File: config.mk
export PLATFORM = sky130hd
export DESIGN_NAME = bomb_game
export DESIGN_NICKNAME = d
export VERILOG_FILES = /design/src/hw/bomb_pkg.sv /design/src/hw/bomb_game.sv /design/src/hw/button_edge_detector.sv /design/src/hw/game_control.sv /design/src/hw/ssdec_spi_master.sv /design/src/hw/timer_counter.sv /design/src/hw/timer_sec_divider.sv /design/src/hw/wire_game.sv
export SDC_FILE = /design/constraint.sdc
export NUM_CORES = 1
export LEC_CHECK = 0
export BUFFER_PORTS_ARGS = -buffer_cell sky130_fd_sc_hd__buf_2
export CORE_UTILIZATION = 45
export DETAILED_ROUTE_END_ITERATION = 8
export SLEW_MARGIN = 20
export SYNTH_ARGS = -nofsm -noshare
export SYNTH_HDL_FRONTEND = slang
export SYNTH_SLANG_ARGS = --single-unit
File: constraint.sdc
create_clock -name clk -period 1.95 [get_ports clk]
set_input_delay 0.195 -clock clk [delete_from_list [all_inputs] [get_ports clk]]
set_output_delay 0.195 -clock clk [all_outputs]
set_load 0.05 [all_outputs]
File: src/hw/bomb_pkg.sv
package bomb_pkg;

    typedef enum logic [1:0] {
        IDLE,
        ARMED,
        DEFUSED,
        BOOM
    } game_state_t;

    // minutes kept to one digit
    typedef struct packed {
        logic [2:0] minutes;
        logic [2:0] sec_tens;
        logic [3:0] sec_ones;
    } time_digits_t;

    typedef union packed {
        time_digits_t digits;
        logic [9:0]   raw;
    } time_word_t;

    // button vector bit order
    localparam int BTN_SELECT = 0;
    localparam int BTN_UP     = 1;
    localparam int BTN_RIGHT  = 2;
    localparam int BTN_DOWN   = 3;
    localparam int BTN_LEFT   = 4;
    localparam int BTN_BACK   = 5;

    typedef enum logic [2:0] {
        BLACK,
        RED,
        BLUE,
        WHITE,
        YELLOW,
        GREEN
    } wire_colour_t;

    localparam wire_colour_t WIRE_MAPS [4][6] = '{
        '{BLUE,   WHITE, RED,    BLACK, YELLOW, GREEN},
        '{BLACK,  BLUE,  YELLOW, WHITE, RED,    RED},
        '{RED,    GREEN, WHITE,  BLUE,  BLACK,  YELLOW},
        '{YELLOW, BLACK, GREEN,  RED,   BLUE,   WHITE}
    };

    localparam logic [1:0] LIVES_START = 2'd3;

endpackage

File: src/hw/bomb_game.sv
`timescale 1ns/1ps

module bomb_game #(
    parameter int CLK_PER_SEC = 10_000_000,
    parameter int START_MIN   = 2,
    parameter int SCK_HALF    = 7
) (
    input  logic                  clk,
    input  logic                  rst_n,
    input  logic [5:0]            button,
    output logic                  ssdec_ss,
    output logic                  ssdec_sck,
    output logic                  ssdec_sdi,
    output bomb_pkg::game_state_t game_state,
    output logic [1:0]            lives,
    output logic [2:0]            wire_pos,
    output logic [5:0]            wire_status
);

    logic [5:0]           btn_edge;
    logic                 strobe;
    logic                 sec_tick;
    bomb_pkg::time_word_t time_word;
    logic                 expired;
    logic                 time_update;
    logic                 timer_clear;
    logic                 activate;
    logic                 armed;
    logic [1:0]           map_select;
    logic                 wire_error;
    logic                 wire_clear;

    button_edge_detector button_edge_detector_0 (
        .clk(clk), .rst_n(rst_n), .button(button),
        .btn_edge(btn_edge), .strobe(strobe)
    );

    timer_sec_divider #(.CLK_PER_SEC(CLK_PER_SEC)) timer_sec_divider_0 (
        .clk(clk), .rst_n(rst_n), .clear(timer_clear), .tick(sec_tick)
    );

    timer_counter #(.START_MIN(START_MIN)) timer_counter_0 (
        .clk(clk), .rst_n(rst_n), .clear(timer_clear), .armed(armed),
        .tick(sec_tick), .time_word(time_word), .expired(expired), .update(time_update)
    );

    ssdec_spi_master #(.SCK_HALF(SCK_HALF)) ssdec_spi_master_0 (
        .clk(clk), .rst_n(rst_n), .time_word(time_word), .update(time_update),
        .ss(ssdec_ss), .sck(ssdec_sck), .sdi(ssdec_sdi)
    );

    game_control game_control_0 (
        .clk(clk), .rst_n(rst_n), .btn_edge(btn_edge), .strobe(strobe),
        .wire_error(wire_error), .wire_clear(wire_clear), .expired(expired),
        .game_state(game_state), .armed(armed), .lives(lives),
        .map_select(map_select), .timer_clear(timer_clear), .activate(activate)
    );

    wire_game wire_game_0 (
        .clk(clk), .rst_n(rst_n), .btn_edge(btn_edge), .strobe(strobe),
        .activate(activate), .armed(armed), .map_select(map_select),
        .wire_pos(wire_pos), .wire_status(wire_status),
        .wire_error(wire_error), .wire_clear(wire_clear)
    );

endmodule

File: src/hw/button_edge_detector.sv
`timescale 1ns/1ps

module button_edge_detector (
    input  logic       clk,
    input  logic       rst_n,
    input  logic [5:0] button,
    output logic [5:0] btn_edge,
    output logic       strobe
);

    logic [5:0] sync_q1;
    logic [5:0] sync_q2;
    logic [5:0] prev_q;
    logic [5:0] rise;

    // newly pressed since last sample
    assign rise = sync_q2 & ~prev_q;

    always_ff @(posedge clk or negedge rst_n) begin
        if (!rst_n) begin
            sync_q1  <= '0;
            sync_q2  <= '0;
            prev_q   <= '0;
            btn_edge <= '0;
            strobe   <= 1'b0;
        end else begin
            sync_q1  <= button;
            sync_q2  <= sync_q1;
            prev_q   <= sync_q2;
            btn_edge <= rise;
            strobe   <= |rise;
        end
    end

endmodule

File: src/hw/game_control.sv
`timescale 1ns/1ps

module game_control (
    input  logic                  clk,
    input  logic                  rst_n,
    input  logic [5:0]            btn_edge,
    input  logic                  strobe,
    input  logic                  wire_error,
    input  logic                  wire_clear,
    input  logic                  expired,
    output bomb_pkg::game_state_t game_state,
    output logic                  armed,
    output logic [1:0]            lives,
    output logic [1:0]            map_select,
    output logic                  timer_clear,
    output logic                  activate
);

    logic start;
    logic back;

    assign start = (game_state == bomb_pkg::IDLE) && strobe
                   && btn_edge[bomb_pkg::BTN_SELECT];
    assign back  = strobe && btn_edge[bomb_pkg::BTN_BACK];

    // timer and puzzle restart on the same edge the round arms
    assign timer_clear = start;
    assign activate    = start;
    assign armed       = (game_state == bomb_pkg::ARMED);

    always_ff @(posedge clk or negedge rst_n) begin
        if (!rst_n) begin
            game_state <= bomb_pkg::IDLE;
            lives      <= bomb_pkg::LIVES_START;
            map_select <= '0;
        end else begin
            case (game_state)
                bomb_pkg::IDLE: begin
                    lives <= bomb_pkg::LIVES_START;
                    if (start) begin
                        game_state <= bomb_pkg::ARMED;
                    end
                end
                bomb_pkg::ARMED: begin
                    if (expired) begin
                        game_state <= bomb_pkg::BOOM;
                    end else if (wire_clear) begin
                        game_state <= bomb_pkg::DEFUSED;
                    end else if (wire_error) begin
                        lives <= lives - 1'b1;
                        if (lives == 2'd1) begin
                            game_state <= bomb_pkg::BOOM;
                        end
                    end
                end
                default: begin
                    // next round gets the next map
                    if (back) begin
                        game_state <= bomb_pkg::IDLE;
                        map_select <= map_select + 1'b1;
                    end
                end
            endcase
        end
    end

endmodule

File: src/hw/ssdec_spi_master.sv
`timescale 1ns/1ps

module ssdec_spi_master #(
    parameter int SCK_HALF = 7
) (
    input  logic                 clk,
    input  logic                 rst_n,
    input  bomb_pkg::time_word_t time_word,
    input  logic                 update,
    output logic                 ss,
    output logic                 sck,
    output logic                 sdi
);

    localparam int PW = (SCK_HALF > 0) ? $clog2(SCK_HALF + 1) : 1;

    bomb_pkg::time_word_t word_q;
    logic [PW-1:0]        phase_cnt;
    logic [15:0]          shift_q;
    logic [15:0]          frame_next;
    logic [3:0]           bit_cnt;
    logic                 pending;
    logic                 phase_end;

    assign phase_end  = (phase_cnt == PW'(SCK_HALF));
    assign frame_next = {6'b0, (update ? time_word.raw : word_q.raw)};

    // newest word for a pending frame
    always_ff @(posedge clk) begin
        if (update) begin
            word_q <= time_word;
        end
    end

    always_ff @(posedge clk or negedge rst_n) begin
        if (!rst_n) begin
            ss        <= 1'b1;
            sck       <= 1'b0;
            sdi       <= 1'b0;
            phase_cnt <= '0;
            shift_q   <= '0;
            bit_cnt   <= '0;
            pending   <= 1'b0;
        end else if (ss) begin
            if (update || pending) begin
                ss        <= 1'b0;
                pending   <= 1'b0;
                phase_cnt <= '0;
                bit_cnt   <= '0;
                shift_q   <= frame_next;
                sdi       <= frame_next[15];
            end
        end else begin
            if (update) begin
                pending <= 1'b1;
            end
            if (!phase_end) begin
                phase_cnt <= phase_cnt + 1'b1;
            end else begin
                phase_cnt <= '0;
                sck       <= ~sck;
                // sdi moves on the falling edge only
                if (sck) begin
                    if (bit_cnt == 4'd15) begin
                        ss  <= 1'b1;
                        sdi <= 1'b0;
                    end else begin
                        shift_q <= {shift_q[14:0], 1'b0};
                        sdi     <= shift_q[14];
                        bit_cnt <= bit_cnt + 1'b1;
                    end
                end
            end
        end
    end

endmodule

File: src/hw/timer_counter.sv
`timescale 1ns/1ps

module timer_counter #(
    parameter int START_MIN = 2
) (
    input  logic                 clk,
    input  logic                 rst_n,
    input  logic                 clear,
    input  logic                 armed,
    input  logic                 tick,
    output bomb_pkg::time_word_t time_word,
    output logic                 expired,
    output logic                 update
);

    logic [9:0] prev_raw;

    assign expired = (time_word.raw == 10'd0);

    always_ff @(posedge clk or negedge rst_n) begin
        if (!rst_n) begin
            time_word.raw <= '0;
        end else if (clear) begin
            time_word.digits.minutes  <= 3'(START_MIN);
            time_word.digits.sec_tens <= 3'd0;
            time_word.digits.sec_ones <= 4'd0;
        end else if (armed && tick && !expired) begin
            // borrow ones -> tens -> minutes
            if (time_word.digits.sec_ones != 4'd0) begin
                time_word.digits.sec_ones <= time_word.digits.sec_ones - 1'b1;
            end else if (time_word.digits.sec_tens != 3'd0) begin
                time_word.digits.sec_tens <= time_word.digits.sec_tens - 1'b1;
                time_word.digits.sec_ones <= 4'd9;
            end else begin
                time_word.digits.minutes  <= time_word.digits.minutes - 1'b1;
                time_word.digits.sec_tens <= 3'd5;
                time_word.digits.sec_ones <= 4'd9;
            end
        end
    end

    // refresh request trails each change by one cycle
    always_ff @(posedge clk or negedge rst_n) begin
        if (!rst_n) begin
            prev_raw <= '0;
            update   <= 1'b0;
        end else begin
            prev_raw <= time_word.raw;
            update   <= (time_word.raw != prev_raw);
        end
    end

endmodule

File: src/hw/timer_sec_divider.sv
`timescale 1ns/1ps

module timer_sec_divider #(
    parameter int CLK_PER_SEC = 10_000_000
) (
    input  logic clk,
    input  logic rst_n,
    input  logic clear,
    output logic tick
);

    localparam int CW = (CLK_PER_SEC > 1) ? $clog2(CLK_PER_SEC) : 1;

    logic [CW-1:0] cnt;

    always_ff @(posedge clk or negedge rst_n) begin
        if (!rst_n) begin
            cnt  <= '0;
            tick <= 1'b0;
        end else if (clear) begin
            // restart so the first second is full length
            cnt  <= '0;
            tick <= 1'b0;
        end else if (cnt == CW'(CLK_PER_SEC - 1)) begin
            cnt  <= '0;
            tick <= 1'b1;
        end else begin
            cnt  <= cnt + 1'b1;
            tick <= 1'b0;
        end
    end

endmodule

File: src/hw/wire_game.sv
`timescale 1ns/1ps

module wire_game (
    input  logic       clk,
    input  logic       rst_n,
    input  logic [5:0] btn_edge,
    input  logic       strobe,
    input  logic       activate,
    input  logic       armed,
    input  logic [1:0] map_select,
    output logic [2:0] wire_pos,
    output logic [5:0] wire_status,
    output logic       wire_error,
    output logic       wire_clear
);

    logic [1:0] map_q;
    logic [2:0] red_pos;
    logic       press;

    assign press = armed && strobe;

    // lowest-indexed red wire of the active map
    always_comb begin
        red_pos = 3'd0;
        for (int i = 5; i >= 0; i--) begin
            if (bomb_pkg::WIRE_MAPS[map_q][i] == bomb_pkg::RED) begin
                red_pos = 3'(i);
            end
        end
    end

    always_ff @(posedge clk or negedge rst_n) begin
        if (!rst_n) begin
            map_q       <= '0;
            wire_pos    <= '0;
            wire_status <= '0;
            wire_error  <= 1'b0;
            wire_clear  <= 1'b0;
        end else begin
            wire_error <= 1'b0;
            wire_clear <= 1'b0;
            if (activate) begin
                map_q       <= map_select;
                wire_pos    <= '0;
                wire_status <= '0;
            end else if (press) begin
                if (btn_edge[bomb_pkg::BTN_LEFT]) begin
                    wire_pos <= (wire_pos == 3'd0) ? 3'd5 : wire_pos - 1'b1;
                end else if (btn_edge[bomb_pkg::BTN_RIGHT]) begin
                    wire_pos <= (wire_pos == 3'd5) ? 3'd0 : wire_pos + 1'b1;
                end else if (btn_edge[bomb_pkg::BTN_SELECT] && !wire_status[wire_pos]) begin
                    // a wire already cut is ignored
                    wire_status[wire_pos] <= 1'b1;
                    wire_clear            <= (wire_pos == red_pos);
                    wire_error            <= (wire_pos != red_pos);
                end
            end
        end
    end

endmodule

==> results of run 1 <==
[sequential cells by signal, summed over array words and instances, names as in the netlist, 4 cells and up]
name / cells
ssdec_spi_master_0.word_q: 10
ssdec_spi_master_0.shift_q: 15
timer_counter_0.prev_raw: 10
button_edge_detector_0.btn_edge: 4
wire_game_0.wire_status: 6
timer_sec_divider_0.cnt: 24
button_edge_detector_0.sync_q2: 6
timer_counter_0.time_word: 10
button_edge_detector_0.sync_q1: 6
ssdec_spi_master_0.bit_cnt: 4
button_edge_detector_0.prev_q: 6
[area by class of cell]
cell class	count	area share (%)
clock inverters	8	1.810
well taps	143	2.754
clock buffers	24	7.261
multi-input cells	330	34.09
flip-flops and latches	124	47.07
repair buffers	56	6.086
inverters	16	0.9245
[where the power goes]
part / switching, mW / internal [mW] / leakage, nW
clock: 1.06 / 2.07 / 0.288
combinational: 0.870 / 0.531 / 1.10
sequential: 0.241 / 2.81 / 1.56
total: 2.18 / 5.41 / 2.95
[cells by family (layout without fill, tap and decap cells)]
logic type,Yosys count,count (layout),share of synthesized area [%]
xor+xnor,31,31,5.027
mux,21,21,4.123
fa+ha+maj,10,10,2.316
compound gates,80,80,10.05
buf+inv,38,104,2.826
flops,124,124,56.59
simple gates,188,188,19.06
[placed cells by master (no fill, tap or decap), types with 3 or more instances in the layout]
cell and n:
and3_1 5, inv_1 16, dfstp_2 3, nand4_1 8, o31ai_1 9, nand4_2 3, a31oi_1 3, buf_4 26
ha_1 10, o21ai_0 22, nand2_1 49, nand3b_1 9, nor4_1 7, nor3b_1 3, mux2_2 10, clkbuf_1 5
nor2_1 31, dlygate4sd3_1 7, or3_1 4, o21a_1 3, a311oi_1 4, nor2b_1 7, nand3_1 25, a21oi_1 15
mux2i_1 11, xor2_1 17, buf_2 22, and3_2 3, dfxtp_1 10, bufinv_16 3, xnor2_1 14, dfrtp_1 110
or4_1 6, clkbuf_16 17, clkinv_2 4, nor3_1 10
[path summary, 6_finish.rpt]
kind | from | end | slack, ps
worst max-delay path | timer_sec_divider_0.cnt[4] | timer_sec_divider_0.cnt[23] | 110
worst min-delay path | button_edge_detector_0.sync_q1[0] | button_edge_detector_0.sync_q2[0] | 350
worst max register to register | timer_sec_divider_0.cnt[4] | timer_sec_divider_0.cnt[23] | 110
worst min register to register | button_edge_detector_0.sync_q1[0] | button_edge_detector_0.sync_q2[0] | 350
max in group asynchronous | rst_n | ssdec_spi_master_0.phase_cnt[1] | 1090
min in group asynchronous | rst_n | wire_game_0.wire_status[2] | 400
[repair_timing]
item | in CTS | in global routing
resized for setup | 0 | 2
hold endpoints to repair | 117 | 0
endpoints found under the setup margin | 0 | 4
hold buffers | 7 | 0
buffers inserted | 0 | 0
[metal layers]
layer / global-route usage [%] / vias up
li1: - / 1867
met2: 27.13 / 45
met4: 7.838 / 0
met3: 4.899 / 7
met1: 24.70 / 1819
met5: 0 / -
[worst max-delay path, stage by stage, from the launching register on]
cell	delay, ps
dfrtp_1	420
nand3_2	150
or3_1	530
or4_1	510
a21oi_1	160
==> flow_summary.yaml, run 1 <==
status:
  status: "finished, violations left"
  violations: "design-rule violations"
grt:
  grt_start_max_net_pins: 115
  grt_usage_pct: 18.07
  grt_first_pass_wirelength_um: 17610
  grt_pass1_vias: 3734
  antenna_found_initial: 0
  grt_overflow: 0
floorplan:
  die-area_sq_um: 12450
  core_sq_um: 11560
  io_pins: 24
  rows: 39
  die_x_um: 111.6
  die_h_um: 111.6
  start_util_pct: 46.71
layout:
  utilization_pct: 56.17
  syn2layout_area_growth_pct: 20.27
  ff_latch_area_sq_um: 3058
  antennaDiodeCount: 0
  layoutNonFillerInstCount: 701
  num-fill-cells: 994
  final_area_sq_um: 6496
  multi_input_area_sq_um: 2215
  drive_gt1_share_pct: 19.71
  final_nets: 563
critical_path:
  end_kind: "register"
  startpoint_type: "register"
  critical_path_class: "reg2reg"
  arrival_ps: 2170
  reg2regPathDepth: 4
  cp_max_fo: 9
  worstPathRequired_ps: 2290
synthesis:
  ys_warn_count: 0
  synth_common_cells: "dfrtp_1 (111), nand2_1 (49), nor2_1 (31), nand3_1 (25), o21ai_0 (22)"
  yosysTopAreaCell: "dfrtp_1"
  synthFlopType: "dfrtp_1"
  syn_nets: 510
  syn_avg_cell_area_sq_um: 10.98
  netlist_instances: 492
  ys_top_cells_by_area: "dfrtp_1 (51%), dfxtp_1 (3.7%), nand2_1 (3.4%)"
  async_flop_share_pct: 91.94
  synthesis.area_sq_um: 5401
  synth_seq_area_share_pct: 56.59
  yosysMostFrequentCell: "dfrtp_1"
  synth_cell_types: 63
  synth-edff-count: 0
  synth_top_cell_area_share_pct: 51.42
  ys_ff_latch: 124
clock_network:
  cts-root-buf: "clkbuf_16"
  clock_sinks: 124
  ctsHtreeMaxLevel: 4
  tritoncts: "built"
  cts_buffers: 17
  clk-insertion-delay-late_ps: 410
  clock_path_buffers: 2
  clk_pin_slew_ps: 50
route:
  vias_per_cell: 5.332
  met3_length_um: 280
  met2WireLength_um: 4639
  vias: 3738
  first_pass_iters: 6
  route.detailed.drc: 2
  totalWireLength_um: 10220
  drt-met1-wl_um: 5185
  drtAntennaViolNets: 0
  top_layer: "met4"
  wl_per_cell_um: 14.57
  drt_iter0_markers: 175
sta:
  rsz0062_at_grt: "no"
  max_freq_ghz: 0.5441
  worst_pin_slew_ps: 639.0
  fin_worst_skew_ps: 10.45
  fin_ws_ps: 111.9
  fin_crit_sh_pct: 94.26
  slew_viol_final: 0
  setup_viol: 0
  period_needed_ps: 1838
  final-hold-violation-count: 0
  relSlewSlack_pct: 57.07
  hold_slack_ps: 345.2
  setup_tns_ps: 0
place:
  placed_cells: 662
  hpwl_um: 6600
  place_ws_ps: 118.6
  placed_cell_area_sq_um: 5824
  portBuffers: 23
  place_congestion: 0.7474
run:
  cap_violations: 0
power_and_ir_drop:
  ir_drop_v: 0.0008908
  power_density_nw_per_um2: 1168
  leakagePower_nw: 2.946
  power_mw: 7.585
min_path:
  holdPathStages: 0
  min_path_type: "reg2reg"
No activity file was read; power rests on OpenSTA's default activity.
==> inputs of run 2 (changes only) <==
- CELL_PAD_IN_SITES_DETAIL_PLACEMENT: default -> 1
- CELL_PAD_IN_SITES_GLOBAL_PLACEMENT: default -> 2
- CORE_UTILIZATION: 45 -> 37
- PLACE_DENSITY_LB_ADDON: default -> 0.1
==> run 2 against run 1 <==
Compared with the run above: critical path type unchanged; clock skew shrank 6.1 ps; sequential share of layout area is 1.1 points lower; global-route usage up 0.18 points; the run now ends clean; register-to-register slack barely moved; hold slack got worse by 65 ps; combinational power about the same; final cell count grew 5.6%; via count increased by 3.4%; critical path depth did not move.
==> flow_summary.yaml, run 2 (synthesis results as in run 1) <==
route:
  wl_per_cell_um: 16.09
  totalWireLength_um: 11910
  vias: 3866
  drt_iter0_markers: 146
  first_pass_iters: 4
  vias_per_cell: 5.224
  drtAntennaViolNets: 0
  route.detailed.drc: 0
critical_path:
  worstPathRequired_ps: 2300
  critical-path-slowest-cell: "or3_1"
  worstPathCellList: "nand3_2 -> or3_1 -> or4_1 -> a21oi_1"
  startpoint_type: "register"
  end_kind: "register"
  arrival_ps: 2190
  path_delay_family: "simple AND/OR/NAND/NOR gates"
  cp_max_fo: 9
  critPathBufInv: 0
  r2r_slack_ps: 110
  cpPeakStageDelay_ps: 530
  critical_path_class: "reg2reg"
layout:
  layout_common_cells: "dfrtp_1 (110), nand2_1 (49), nor2_1 (31)"
  drive_gt1_share_pct: 20.71
  reg_top3: "timer_sec_divider_0.cnt x24, ssdec_spi_master_0.shift_q x15"
  final_area_sq_um: 6649
  final_common_cell: "dfrtp_1"
  largest_reg_flops: 24
  syn2layout_area_growth_pct: 23.09
  final_nets: 565
  antennaDiodeCount: 0
  largest_register: "timer_sec_divider_0.cnt"
clock_network:
  clk-insertion-delay-late_ps: 420
  cts_setup_buffers: 0
  cts-root-buf: "clkbuf_16"
  ctsHtreeMaxLevel: 4
  tritoncts: "built"
  cts_buffers: 17
  clock_path_buffers: 2
  clk_pin_slew_ps: 60
  clock_sinks: 124
sta:
  fin_crit_sh_pct: 94.36
  relSlewSlack_pct: 63.23
  worst_pin_slew_ps: 547.9
  final-hold-violation-count: 0
  fin_ws_ps: 110.0
  fin_worst_skew_ps: 4.374
  setup_viol: 0
  period_needed_ps: 1840
  hold_slack_ps: 280.5
  rsz0062_at_grt: "no"
  slew_viol_final: 0
  setup_tns_ps: 0
  max_freq_ghz: 0.5435
grt:
  antenna_found_initial: 0
  grt_start_max_net_pins: 44
  grt_overflow: 0
  grt_usage_pct: 18.24
  grt_first_pass_wirelength_um: 20940
  grt_pass1_vias: 4196
place:
  placed_cell_area_sq_um: 5923
  portBuffers: 23
  place_ws_ps: 114.7
  place_congestion: 0.7171
  hpwl_um: 8159
floorplan:
  io_pins: 24
  die_h_um: 122.8
  rows: 43
  core_sq_um: 14040
  start_util_pct: 38.47
  die-area_sq_um: 15090
  die_x_um: 122.8
power_and_ir_drop:
  leakagePower_nw: 2.983
  power_density_nw_per_um2: 1189
  power_mw: 7.906
  ir_drop_v: 0.0006561
run:
  cap_violations: 0
status:
  status: "completed"
min_path:
  min_path_type: "in2async"
run 2: cell types whose count changed in the layout (fill, tap and decap cells not counted), sizes merged:
cell / before / now
clkinv: 4 / 3
buf: 49 / 51
clkbuf: 24 / 22
bufinv: 3 / 4
clkinvlp: 1 / 3
run 2: worst register-to-register path, stage by stage, from the launching register on:
cell and delay, ps:
dfrtp_1 420, nand3_2 150, or3_1 530, or4_1 520, a21oi_1 150
run 2: layout make-up:
cell class                 count  area [sq um]
clock buffer                  22         484.2
inverter                      16         60.06
tap                          180         225.2
multi-input combinational    330          2212
fill                        1529          7393
clock inverter                10         161.4
sequential                   124          3058
timing repair buffer          58         447.9
run 2: timing repair:
action                                 in CTS  in global routing
setup endpoints to repair                   1                  2
pin swaps                                   0                  0
endpoints found under the hold margin      35                  0
gates resized for setup                     1                  1
hold buffers                                7                  0
run 2: per-layer routing:
metal | vias up | routed length [um] | global-route usage, %
met4 | 0 | 140 | 7.851
met3 | 11 | 287 | 4.461
met2 | 38 | 5777 | 29.35
met5 | - | 0 | 0
met1 | 1945 | 5702 | 23.28
li1 | 1872 | - | -
run 2: path summary, 6_finish.rpt:
check | start | endpoint | cells past startpoint
setup / recovery | timer_sec_divider_0.cnt[4] | timer_sec_divider_0.cnt[23] | 4
hold / removal | rst_n | wire_game_0.wire_status[3] | 2
setup reg to reg | timer_sec_divider_0.cnt[4] | timer_sec_divider_0.cnt[23] | 4
hold reg to reg | button_edge_detector_0.sync_q1[3] | button_edge_detector_0.sync_q2[3] | 0
max in group asynchronous | rst_n | ssdec_spi_master_0.ss | 3
min in group clk | button_edge_detector_0.sync_q1[3] | button_edge_detector_0.sync_q2[3] | 0
run 2: per-stage QoR:
| stage | util (%) | cells |
|---|---|---|
| 6_report | 47.35 | 740 |
| 5_1_grt | 47.35 | 740 |
| 4_1_cts | 47.30 | 740 |
| 3_5_place_dp | 42.18 | 701 |
| 3_3_place_gp | 42.18 | 701 |
| 2_1_floorplan | - | 492 |
run 2: where the power goes:
part           switching (mW)  internal [mW]  total (mW)
clock network            1.14           2.27        3.41
logic                   0.869          0.535        1.40
registers               0.279           2.81        3.09
